`src/hdl/msx_frame_pkg.sv`:
```
package msx_frame_pkg;

   // ====================
   // Platform status word
   // ====================

   localparam int status_w = 64;

   typedef logic [status_w-1:0] status_t;

   // Bit positions inside the status word
   localparam int ST_RESET       = 0;
   localparam int ST_ASPECT_LO   = 1;
   localparam int ST_SCALE_LO    = 3;
   localparam int ST_TAPE_REWIND = 9;
   localparam int ST_SLOT_DETACH = 10;
   localparam int ST_SRAM_SAVE   = 38;
   localparam int ST_SRAM_LOAD   = 39;
   localparam int ST_TAPE_SRC    = 40;

   // Field widths
   localparam int ASPECT_W   = 2;
   localparam int SCALE_W    = 3;
   localparam int RATIO_W    = 12;
   localparam int HDMI_DIM_W = 12;
   localparam int IMG_SIZE_W = 64;
   localparam int DDR_ADDR_W = 28;
   localparam int DL_INDEX_W = 16;

   // ====================
   // Video settings
   // ====================

   typedef enum logic [ASPECT_W-1:0] {
      ASPECT_ORIGINAL = 2'd0,
      ASPECT_FULL     = 2'd1,
      ASPECT_ARC1     = 2'd2,
      ASPECT_ARC2     = 2'd3
   } aspect_t;

   // Scandoubler effect, values 5..7 are unused
   typedef enum logic [SCALE_W-1:0] {
      SCALE_NONE  = 3'd0,
      SCALE_HQ2X  = 3'd1,
      SCALE_CRT25 = 3'd2,
      SCALE_CRT50 = 3'd3,
      SCALE_CRT75 = 3'd4
   } scale_t;

   typedef logic [RATIO_W-1:0] ratio_t;

   // Native 4:3 ratio of the MSX picture
   localparam int ARX_ORIGINAL = 4;
   localparam int ARY_ORIGINAL = 3;

   // Crop 216 lines on a full HD display
   localparam int CROP_1080   = 216;
   localparam int HDMI_W_FULL = 1920;
   localparam int HDMI_H_FULL = 1080;

   // ====================
   // SD, download, DDR3
   // ====================

   // Shortened hold time of the disk activity LED
   localparam int SD_ACT_CYCLES = 1024;
   localparam int SD_ACT_W      = $clog2(SD_ACT_CYCLES + 1);

   typedef logic [DDR_ADDR_W-1:0] ddr_addr_t;
   typedef logic [DL_INDEX_W-1:0] dl_index_t;

   // CAS files arrive with this index, only the low bits count
   localparam int DL_INDEX_CAS = 5;
   localparam int DL_MATCH_W   = 6;

endpackage

```
`src/hdl/frame_if.sv`:
```
// Decoded platform settings, shared by decode, video and tape logic
interface settings_if;

   msx_frame_pkg::aspect_t aspect;
   msx_frame_pkg::scale_t  scale;
   logic                   scandoubler;
   logic                   tape_rewind;

   // Written by the status decoder
   modport decode_mp (
      output aspect,
      output scale,
      output scandoubler,
      output tape_rewind
   );

   // Scaler and LED side
   modport result_mp (
      input aspect,
      input scale,
      input scandoubler
   );

   // Cassette player side
   modport tape_mp (
      input tape_rewind
   );

endinterface

```
`src/hdl/cassette_control.sv`:
```
module cassette_control (
   input  logic                     clock_bus,
   input  logic                     rst,
   settings_if.tape_mp              settings,
   input  logic                     dl_active,
   input  msx_frame_pkg::dl_index_t dl_index,
   input  logic                     motor_on,

   input  logic                     dl_request,
   input  msx_frame_pkg::ddr_addr_t dl_addr,
   input  logic                     dl_rd,
   input  msx_frame_pkg::ddr_addr_t tape_addr,
   input  logic                     tape_rd,

   output msx_frame_pkg::ddr_addr_t ddr_addr,
   output logic                     ddr_rd,
   output logic                     cas_load,
   output logic                     tape_play,
   output logic                     tape_rewind_out
);

   logic cas_active;
   logic cas_active_last;
   logic cas_end;

   // ====================
   // CAS load detection
   // ====================

   assign cas_active = dl_active &
      (dl_index[msx_frame_pkg::DL_MATCH_W-1:0] ==
       msx_frame_pkg::DL_MATCH_W'(msx_frame_pkg::DL_INDEX_CAS));

   // Falling edge of a cassette download
   assign cas_end = cas_active_last & ~cas_active;

   always_ff @(posedge clock_bus) begin
      if (rst) begin
         cas_active_last <= 1'b0;
         cas_load        <= 1'b0;
      end else begin
         cas_active_last <= cas_active;
         // Sticky until the next reset
         if (cas_end) begin
            cas_load <= 1'b1;
         end
      end
   end

   // ====================
   // Player controls
   // ====================

   // Motor line from the PPI is active low for the player
   assign tape_play = ~motor_on & cas_load;

   // Rewind to the start while a new file is coming in
   assign tape_rewind_out = settings.tape_rewind | cas_active;

   // ====================
   // DDR3 read port
   // ====================

   // Download owns the buffer whenever it asks
   always_comb begin
      if (dl_request) begin
         ddr_addr = dl_addr;
         ddr_rd   = dl_rd;
      end else begin
         ddr_addr = tape_addr;
         ddr_rd   = tape_rd;
      end
   end

   a_no_tape_read : assert property (
      @(posedge clock_bus) disable iff (rst)
      (dl_request && tape_rd && !dl_rd) |-> !ddr_rd
   ) else $error("tape read reached DDR3 during a download");

endmodule

```
`src/hdl/msx_frame.sv`:
```
module msx_frame (
   input  logic                                  clock_bus,
   input  logic                                  rst,

   // Platform status and resets
   input  msx_frame_pkg::status_t                status,
   input  logic                                  upload_reset,
   input  logic                                  forced_scandoubler,
   output logic                                  hard_reset,
   output logic                                  core_reset,
   output logic                                  sram_save,
   output logic                                  sram_load,
   output logic                                  tape_adc_src,

   // SD card and virtual image
   input  logic                                  img_mounted,
   input  logic [msx_frame_pkg::IMG_SIZE_W-1:0]  img_size,
   input  logic                                  spi_clk,
   input  logic                                  spi_mosi,
   input  logic                                  vsd_miso,
   input  logic                                  sd_miso,
   output logic                                  spi_miso,
   output logic                                  sd_cs,
   output logic                                  sd_sck,
   output logic                                  sd_mosi,

   // Cassette and DDR3 buffer
   input  logic                                  dl_active,
   input  msx_frame_pkg::dl_index_t              dl_index,
   input  logic                                  motor_on,
   input  logic                                  dl_request,
   input  msx_frame_pkg::ddr_addr_t              dl_addr,
   input  logic                                  dl_rd,
   input  msx_frame_pkg::ddr_addr_t              tape_addr,
   input  logic                                  tape_rd,
   output msx_frame_pkg::ddr_addr_t              ddr_addr,
   output logic                                  ddr_rd,
   output logic                                  cas_load,
   output logic                                  tape_play,
   output logic                                  tape_rewind_out,

   // Scaler and LEDs
   input  logic [msx_frame_pkg::HDMI_DIM_W-1:0]  hdmi_width,
   input  logic [msx_frame_pkg::HDMI_DIM_W-1:0]  hdmi_height,
   output msx_frame_pkg::ratio_t                 video_arx,
   output msx_frame_pkg::ratio_t                 video_ary,
   output logic [1:0]                            vga_sl,
   output msx_frame_pkg::ratio_t                 crop_size,
   output logic                                  hq2x,
   output logic                                  led_user,
   output logic [1:0]                            led_disk
);

   logic vsd_sel;
   logic sd_act;

   settings_if settings ();

   status_decode u_status_decode (
      .clock_bus          (clock_bus),
      .rst                (rst),
      .status             (status),
      .upload_reset       (upload_reset),
      .forced_scandoubler (forced_scandoubler),
      .settings           (settings.decode_mp),
      .hard_reset         (hard_reset),
      .core_reset         (core_reset),
      .sram_save          (sram_save),
      .sram_load          (sram_load),
      .tape_adc_src       (tape_adc_src)
   );

   sd_route u_sd_route (
      .clock_bus   (clock_bus),
      .rst         (rst),
      .img_mounted (img_mounted),
      .img_size    (img_size),
      .spi_clk     (spi_clk),
      .spi_mosi    (spi_mosi),
      .vsd_miso    (vsd_miso),
      .sd_miso     (sd_miso),
      .spi_miso    (spi_miso),
      .sd_cs       (sd_cs),
      .sd_sck      (sd_sck),
      .sd_mosi     (sd_mosi),
      .vsd_sel     (vsd_sel),
      .sd_act      (sd_act)
   );

   cassette_control u_cassette_control (
      .clock_bus       (clock_bus),
      .rst             (rst),
      .settings        (settings.tape_mp),
      .dl_active       (dl_active),
      .dl_index        (dl_index),
      .motor_on        (motor_on),
      .dl_request      (dl_request),
      .dl_addr         (dl_addr),
      .dl_rd           (dl_rd),
      .tape_addr       (tape_addr),
      .tape_rd         (tape_rd),
      .ddr_addr        (ddr_addr),
      .ddr_rd          (ddr_rd),
      .cas_load        (cas_load),
      .tape_play       (tape_play),
      .tape_rewind_out (tape_rewind_out)
   );

   video_format u_video_format (
      .clock_bus   (clock_bus),
      .rst         (rst),
      .settings    (settings.result_mp),
      .hdmi_width  (hdmi_width),
      .hdmi_height (hdmi_height),
      .vsd_sel     (vsd_sel),
      .sd_act      (sd_act),
      .video_arx   (video_arx),
      .video_ary   (video_ary),
      .vga_sl      (vga_sl),
      .crop_size   (crop_size),
      .hq2x        (hq2x),
      .led_user    (led_user),
      .led_disk    (led_disk)
   );

endmodule

```
`src/hdl/sd_route.sv`:
```
module sd_route (
   input  logic                                  clock_bus,
   input  logic                                  rst,
   input  logic                                  img_mounted,
   input  logic [msx_frame_pkg::IMG_SIZE_W-1:0]  img_size,
   input  logic                                  spi_clk,
   input  logic                                  spi_mosi,
   input  logic                                  vsd_miso,
   input  logic                                  sd_miso,
   output logic                                  spi_miso,
   output logic                                  sd_cs,
   output logic                                  sd_sck,
   output logic                                  sd_mosi,
   output logic                                  vsd_sel,
   output logic                                  sd_act
);

   logic [msx_frame_pkg::SD_ACT_W-1:0] act_cnt;
   logic                               old_mosi;
   logic                               old_miso;
   logic                               line_change;

   // ====================
   // Card or image select
   // ====================

   // A mounted image with a size takes over the SPI bus
   always_ff @(posedge clock_bus) begin
      if (rst) begin
         vsd_sel <= 1'b0;
      end else if (img_mounted) begin
         vsd_sel <= |img_size;
      end
   end

   // ====================
   // SPI routing
   // ====================

   // Physical card is deselected while the image is in use
   assign sd_cs   = vsd_sel;
   assign sd_sck  = spi_clk & ~vsd_sel;
   assign sd_mosi = spi_mosi & ~vsd_sel;

   assign spi_miso = vsd_sel ? vsd_miso : sd_miso;

   // ====================
   // Activity timeout
   // ====================

   // Previous line levels for edge detection
   always_ff @(posedge clock_bus) begin
      old_mosi <= spi_mosi;
      old_miso <= spi_miso;
   end

   assign line_change = (old_mosi ^ spi_mosi) | (old_miso ^ spi_miso);

   always_ff @(posedge clock_bus) begin
      if (rst) begin
         // Start expired so the LED stays dark
         act_cnt <= msx_frame_pkg::SD_ACT_W'(msx_frame_pkg::SD_ACT_CYCLES);
         sd_act  <= 1'b0;
      end else begin
         sd_act <= 1'b0;
         if (act_cnt < msx_frame_pkg::SD_ACT_W'(msx_frame_pkg::SD_ACT_CYCLES)) begin
            act_cnt <= act_cnt + 1'b1;
            sd_act  <= 1'b1;
         end
         // Any bus traffic restarts the hold time
         if (line_change) begin
            act_cnt <= '0;
         end
      end
   end

   a_sck_quiet : assert property (
      @(posedge clock_bus) vsd_sel |-> !sd_sck
   ) else $error("sd_sck toggles while the image is selected");

   a_cnt_limit : assert property (
      @(posedge clock_bus) disable iff (rst)
      act_cnt <= msx_frame_pkg::SD_ACT_W'(msx_frame_pkg::SD_ACT_CYCLES)
   ) else $error("activity counter past its limit");

endmodule

```
`src/hdl/status_decode.sv`:
```
module status_decode (
   input  logic                   clock_bus,
   input  logic                   rst,
   input  msx_frame_pkg::status_t status,
   input  logic                   upload_reset,
   input  logic                   forced_scandoubler,
   settings_if.decode_mp          settings,
   output logic                   hard_reset,
   output logic                   core_reset,
   output logic                   sram_save,
   output logic                   sram_load,
   output logic                   tape_adc_src
);

   logic                   hard_next;
   logic                   core_next;
   msx_frame_pkg::aspect_t aspect_field;
   msx_frame_pkg::scale_t  scale_field;

   // ====================
   // Reset terms
   // ====================

   assign hard_next = rst | status[msx_frame_pkg::ST_RESET] | upload_reset;

   // Detaching the cartridge restarts the core only
   assign core_next = hard_next | status[msx_frame_pkg::ST_SLOT_DETACH];

   // Both resets follow rst one cycle later
   always_ff @(posedge clock_bus) begin
      hard_reset <= hard_next;
      core_reset <= core_next;
   end

   // ====================
   // Setting fields
   // ====================

   assign aspect_field = msx_frame_pkg::aspect_t'(
      status[msx_frame_pkg::ST_ASPECT_LO +: msx_frame_pkg::ASPECT_W]);
   assign scale_field  = msx_frame_pkg::scale_t'(
      status[msx_frame_pkg::ST_SCALE_LO +: msx_frame_pkg::SCALE_W]);

   always_ff @(posedge clock_bus) begin
      if (rst) begin
         settings.aspect      <= msx_frame_pkg::ASPECT_ORIGINAL;
         settings.scale       <= msx_frame_pkg::SCALE_NONE;
         settings.scandoubler <= 1'b0;
         // Tape rewinds while the machine is held in reset
         settings.tape_rewind <= 1'b1;
         sram_save            <= 1'b0;
         sram_load            <= 1'b0;
         tape_adc_src         <= 1'b0;
      end else begin
         settings.aspect      <= aspect_field;
         settings.scale       <= scale_field;
         settings.scandoubler <= forced_scandoubler |
                                 (scale_field != msx_frame_pkg::SCALE_NONE);
         settings.tape_rewind <= status[msx_frame_pkg::ST_TAPE_REWIND];
         sram_save            <= status[msx_frame_pkg::ST_SRAM_SAVE];
         sram_load            <= status[msx_frame_pkg::ST_SRAM_LOAD];
         tape_adc_src         <= status[msx_frame_pkg::ST_TAPE_SRC];
      end
   end

   // Core never runs while the whole machine is in reset
   a_core_covers_hard : assert property (
      @(posedge clock_bus) hard_reset |-> core_reset
   ) else $error("core_reset low while hard_reset high");

endmodule

```
`src/hdl/video_format.sv`:
```
module video_format (
   input  logic                                  clock_bus,
   input  logic                                  rst,
   settings_if.result_mp                         settings,
   input  logic [msx_frame_pkg::HDMI_DIM_W-1:0]  hdmi_width,
   input  logic [msx_frame_pkg::HDMI_DIM_W-1:0]  hdmi_height,
   input  logic                                  vsd_sel,
   input  logic                                  sd_act,
   output msx_frame_pkg::ratio_t                 video_arx,
   output msx_frame_pkg::ratio_t                 video_ary,
   output logic [1:0]                            vga_sl,
   output msx_frame_pkg::ratio_t                 crop_size,
   output logic                                  hq2x,
   output logic                                  led_user,
   output logic [1:0]                            led_disk
);

   logic                                is_original;
   logic [msx_frame_pkg::SCALE_W-1:0]   sl_full;
   logic                                full_hd;

   assign is_original = settings.aspect == msx_frame_pkg::ASPECT_ORIGINAL;

   // Scanline level one step below the effect code
   assign sl_full = msx_frame_pkg::SCALE_W'(settings.scale) - 1'b1;

   // Cropping only pays off without the scandoubler
   assign full_hd = (hdmi_width == msx_frame_pkg::HDMI_DIM_W'(msx_frame_pkg::HDMI_W_FULL)) &&
                    (hdmi_height == msx_frame_pkg::HDMI_DIM_W'(msx_frame_pkg::HDMI_H_FULL)) &&
                    !settings.scandoubler;

   // ====================
   // Registered outputs
   // ====================

   always_ff @(posedge clock_bus) begin
      if (rst) begin
         video_arx <= msx_frame_pkg::ratio_t'(msx_frame_pkg::ARX_ORIGINAL);
         video_ary <= msx_frame_pkg::ratio_t'(msx_frame_pkg::ARY_ORIGINAL);
         vga_sl    <= 2'b00;
         crop_size <= '0;
         hq2x      <= 1'b0;
         led_user  <= 1'b0;
         led_disk  <= 2'b00;
      end else begin
         if (is_original) begin
            video_arx <= msx_frame_pkg::ratio_t'(msx_frame_pkg::ARX_ORIGINAL);
            video_ary <= msx_frame_pkg::ratio_t'(msx_frame_pkg::ARY_ORIGINAL);
         end else begin
            // Small values select the scaler's preset ratios
            video_arx <= msx_frame_pkg::ratio_t'(settings.aspect) - 1'b1;
            video_ary <= '0;
         end
         vga_sl    <= (settings.scale != msx_frame_pkg::SCALE_NONE) ? sl_full[1:0] : 2'b00;
         crop_size <= full_hd ? msx_frame_pkg::ratio_t'(msx_frame_pkg::CROP_1080) : '0;
         hq2x      <= settings.scale == msx_frame_pkg::SCALE_HQ2X;
         // Image traffic on the user LED, card traffic on the disk LED
         led_user  <= vsd_sel & sd_act;
         led_disk  <= {1'b1, ~vsd_sel & sd_act};
      end
   end

endmodule

```
`config.mk`:
```
export PLATFORM = sky130hd
export DESIGN_NAME = msx_frame
export DESIGN_NICKNAME = d
export VERILOG_FILES = /design/src/hdl/msx_frame_pkg.sv /design/src/hdl/frame_if.sv /design/src/hdl/cassette_control.sv /design/src/hdl/msx_frame.sv /design/src/hdl/sd_route.sv /design/src/hdl/status_decode.sv /design/src/hdl/video_format.sv
export SDC_FILE = /design/constraint.sdc
export NUM_CORES = 1
export LEC_CHECK = 0
export ABC_CLOCK_PERIOD_IN_PS = 2120
export BUFFER_PORTS_ARGS = -buffer_cell sky130_fd_sc_hd__buf_2
export CORE_AREA = 2 2 125 127
export CTS_CLUSTER_SIZE = 16
export DETAILED_ROUTE_END_ITERATION = 7
export DIE_AREA = 0 0 127 129
export SYNTH_ARGS = -nofsm -noshare
export SYNTH_HDL_FRONTEND = slang
export SYNTH_SLANG_ARGS = --single-unit
export TNS_END_PERCENT = 100
```
`constraint.sdc`:
```
create_clock -name clock_bus -period 2.12 [get_ports clock_bus]
set_input_delay 0 -clock clock_bus [delete_from_list [all_inputs] [get_ports clock_bus]]
set_output_delay 0 -clock clock_bus [all_outputs]
set_load 0.01 [all_outputs]
```
==> reports/metrics.cfg <==
[status]
status = finished, final reports clean

[logic_synthesis]
syn_avg_cell_area_sq_um = 9.53
yosys_warnings = 0
async_reset_ff_share_pct = 0
syn_inst = 227
ys_ff_latch = 41
mappedNetlistArea_sq_um = 2160
netlist-cell-type-count = 40
ys_seq_area_share_pct = 37.9
synth-edff-count = 0
synth_flop_cell = dfxtp_1

[worst_hold_path]
whs_path_depth = 2
hold_path_class = in2reg

[floorplan]
row_count = 45
ioPinCount = 321
dieArea_sq_um = 16400
die-height_um = 129
die_w_um = 127
core_area_sq_um = 15000
initial_core_util_pct = 14.4

[placement]
gp_congestion = 0.779
hpwl_mm = 7.42
place.port_buffers = 239

[timing]
finalCritPeriodShare_pct = 91.9
fmax_mhz = 513
setup_viol_count_final = 0
worst_slew_pin_slew_ns = 0.574
skew_ns = 0.00211
slew_headroom_pct = 61.7
timing.setup.tns_ns = 0
grt_setup_unrepaired = false
finalHoldViolCount = 0
fin_crit_ns = 1.95
slew_violations = 0

[critical_path]
r2r_cells = 4
worst-path-max-fanout = 1
crit_type = in2reg
crit_path_end_kind = flop
critPathRequiredTime_ns = 2.34
arrival_ns = 2.16
cp-start-kind = primary input

[clock_tree]
htreeDepth = 2
root_buffer = clkbuf_16
cts_setup_buffers = 0
cts_tree = built
clk_pin_slew_ns = 0.06
cts_sinks = 41
cts_buffers = 5
clockBufferDepth = 2
holdBufCountCts = 23
insertion_delay_ns = 0.28
cts_resized = 0

[route]
finalWirelength_mm = 8.64
post_drt_wl_per_cell_um = 12.9
antenna_left = 0
viasPerCell = 3.71
route.detailed.drc = 0
firstDrtPassIters = 5
drt_iter0_markers = 49
vias = 2479

[finish]
final_cell_mix = 239 x buf_2, 41 x dfxtp_1, 29 x mux2_2
area_growth_pct = 76.6
post-route-util_pct = 25.5
drive_above_1_share_pct = 60.1
nNetsFinal = 720
final_common_cell = buf_2

[global_routing]
grt_antenna_before_repair = 5
track_usage_pct = 9.82
grt_overflow = 0
grt_pass1_wl_mm = 12.2
grt_max_degree = 30
grt_pass1_vias = 2311

[power_and_ir_drop]
power.leakage_nw = 1.88
power_density_nw_per_um2 = 561
max-vdd-ir-drop_mv = 0.229

[flow_run]
drv_cap = 0

-- sequential cells by signal, indices dropped and copies added (netlist names), 2 cells and up --
signal and cells:
u_status_decode.settings.scale 3, u_sd_route.act_cnt 11, u_status_decode.settings.aspect 2, u_video_format.video_arx 4
u_video_format.vga_sl 2, u_video_format.led_disk 2
-- Yosys cell counts (3+ instances only) --
master    number  area share, %
dfxtp_1       41             38
buf_4         30             10
mux2_2        29             15
nor2_1        22            3.8
nor4_1        16            4.6
nor2b_1       10            2.9
nand2_1        7            1.2
inv_1          6            1.0
xor2_1         6            2.4
nand4_1        5            1.4
clkbuf_1       4           0.69
ha_1           4            2.3
nor3_1         4           0.93
nor4b_1        4            1.6
or2_2          4            1.2
xnor2_1        4            1.6
nand3_1        3           0.69
-- critical path, cell delays in order --
cell and delay, ns:
dlygate4sd3_1 0.53, buf_2 0.12, nor4b_1 0.22, dlygate4sd3_1 0.59, nand3_1 0.07, dlygate4sd3_1 0.57, nor2_1 0.08
-- area by class of cell --
type,instances,area (sq um)
Antenna cell,2,5.00
Clock buffer,6,139
Clock inverter,2,37.5
Fill cell,1634,11200
Inverter,6,22.5
Multi-Input combinational cell,161,1130
Sequential cell,41,821
Tap cell,188,235
Timing Repair Buffer,263,1430
-- kinds of logic (layout without fill, tap and decap cells) --
kind of cell | after synthesis | count (layout) | synth area share (%)
adders and majority gates | 4 | 4 | 2.31
DFF | 41 | 41 | 37.9
muxes | 31 | 31 | 16.3
and+or+nand+nor | 90 | 90 | 23.9
xor gates and xnor gates | 10 | 10 | 4.05
other | 1 | 21 | 0.173
buffers and inverters | 43 | 277 | 13.1
AOI/OAI and AO/OA | 7 | 7 | 2.26
-- metal layers --
layer	share of wire, %	vias up	track usage (%)
li1	-	1248	-
met1	35	1076	9.68
met2	57	143	20.5
met3	7.9	10	2.45
met4	0.57	2	1.94
met5	0.15	-	0
-- final timing paths --
kind | startpoint | end | slack (ns)
setup reg to reg | u_sd_route.sd_cs | u_sd_route.act_cnt[10] | 0.57
hold reg to reg | u_status_decode.settings.aspect[0] | u_video_format.video_arx[0] | 0.42
hold / removal | img_mounted | u_sd_route.sd_cs | 0.03
setup / recovery | hdmi_height[11] | u_video_format.crop_size[6] | 0.17
-- metrics by stage --
stage	instance area [sq um]	hold slack [ns]	std cells	power [mW]	setup WS [ns]
2_1_floorplan	2230	0.0277	245	1.05	0.543
3_3_place_gp	3410	0.138	636	1.25	0.562
3_5_place_dp	3410	0.145	636	1.26	0.567
4_1_cts	3820	0.00807	667	2.18	0.189
5_1_grt	3820	0.0361	667	2.25	0.0868
6_report	3820	0.0309	669	2.14	0.172
-- where the power goes --
part	switching [mW]	internal [mW]	total, mW
Clock	0.291	0.587	0.877
Combinational	0.190	0.259	0.449
Sequential	0.0143	0.802	0.816
Total	0.495	1.65	2.14
Power figures use the tool's default switching activity.
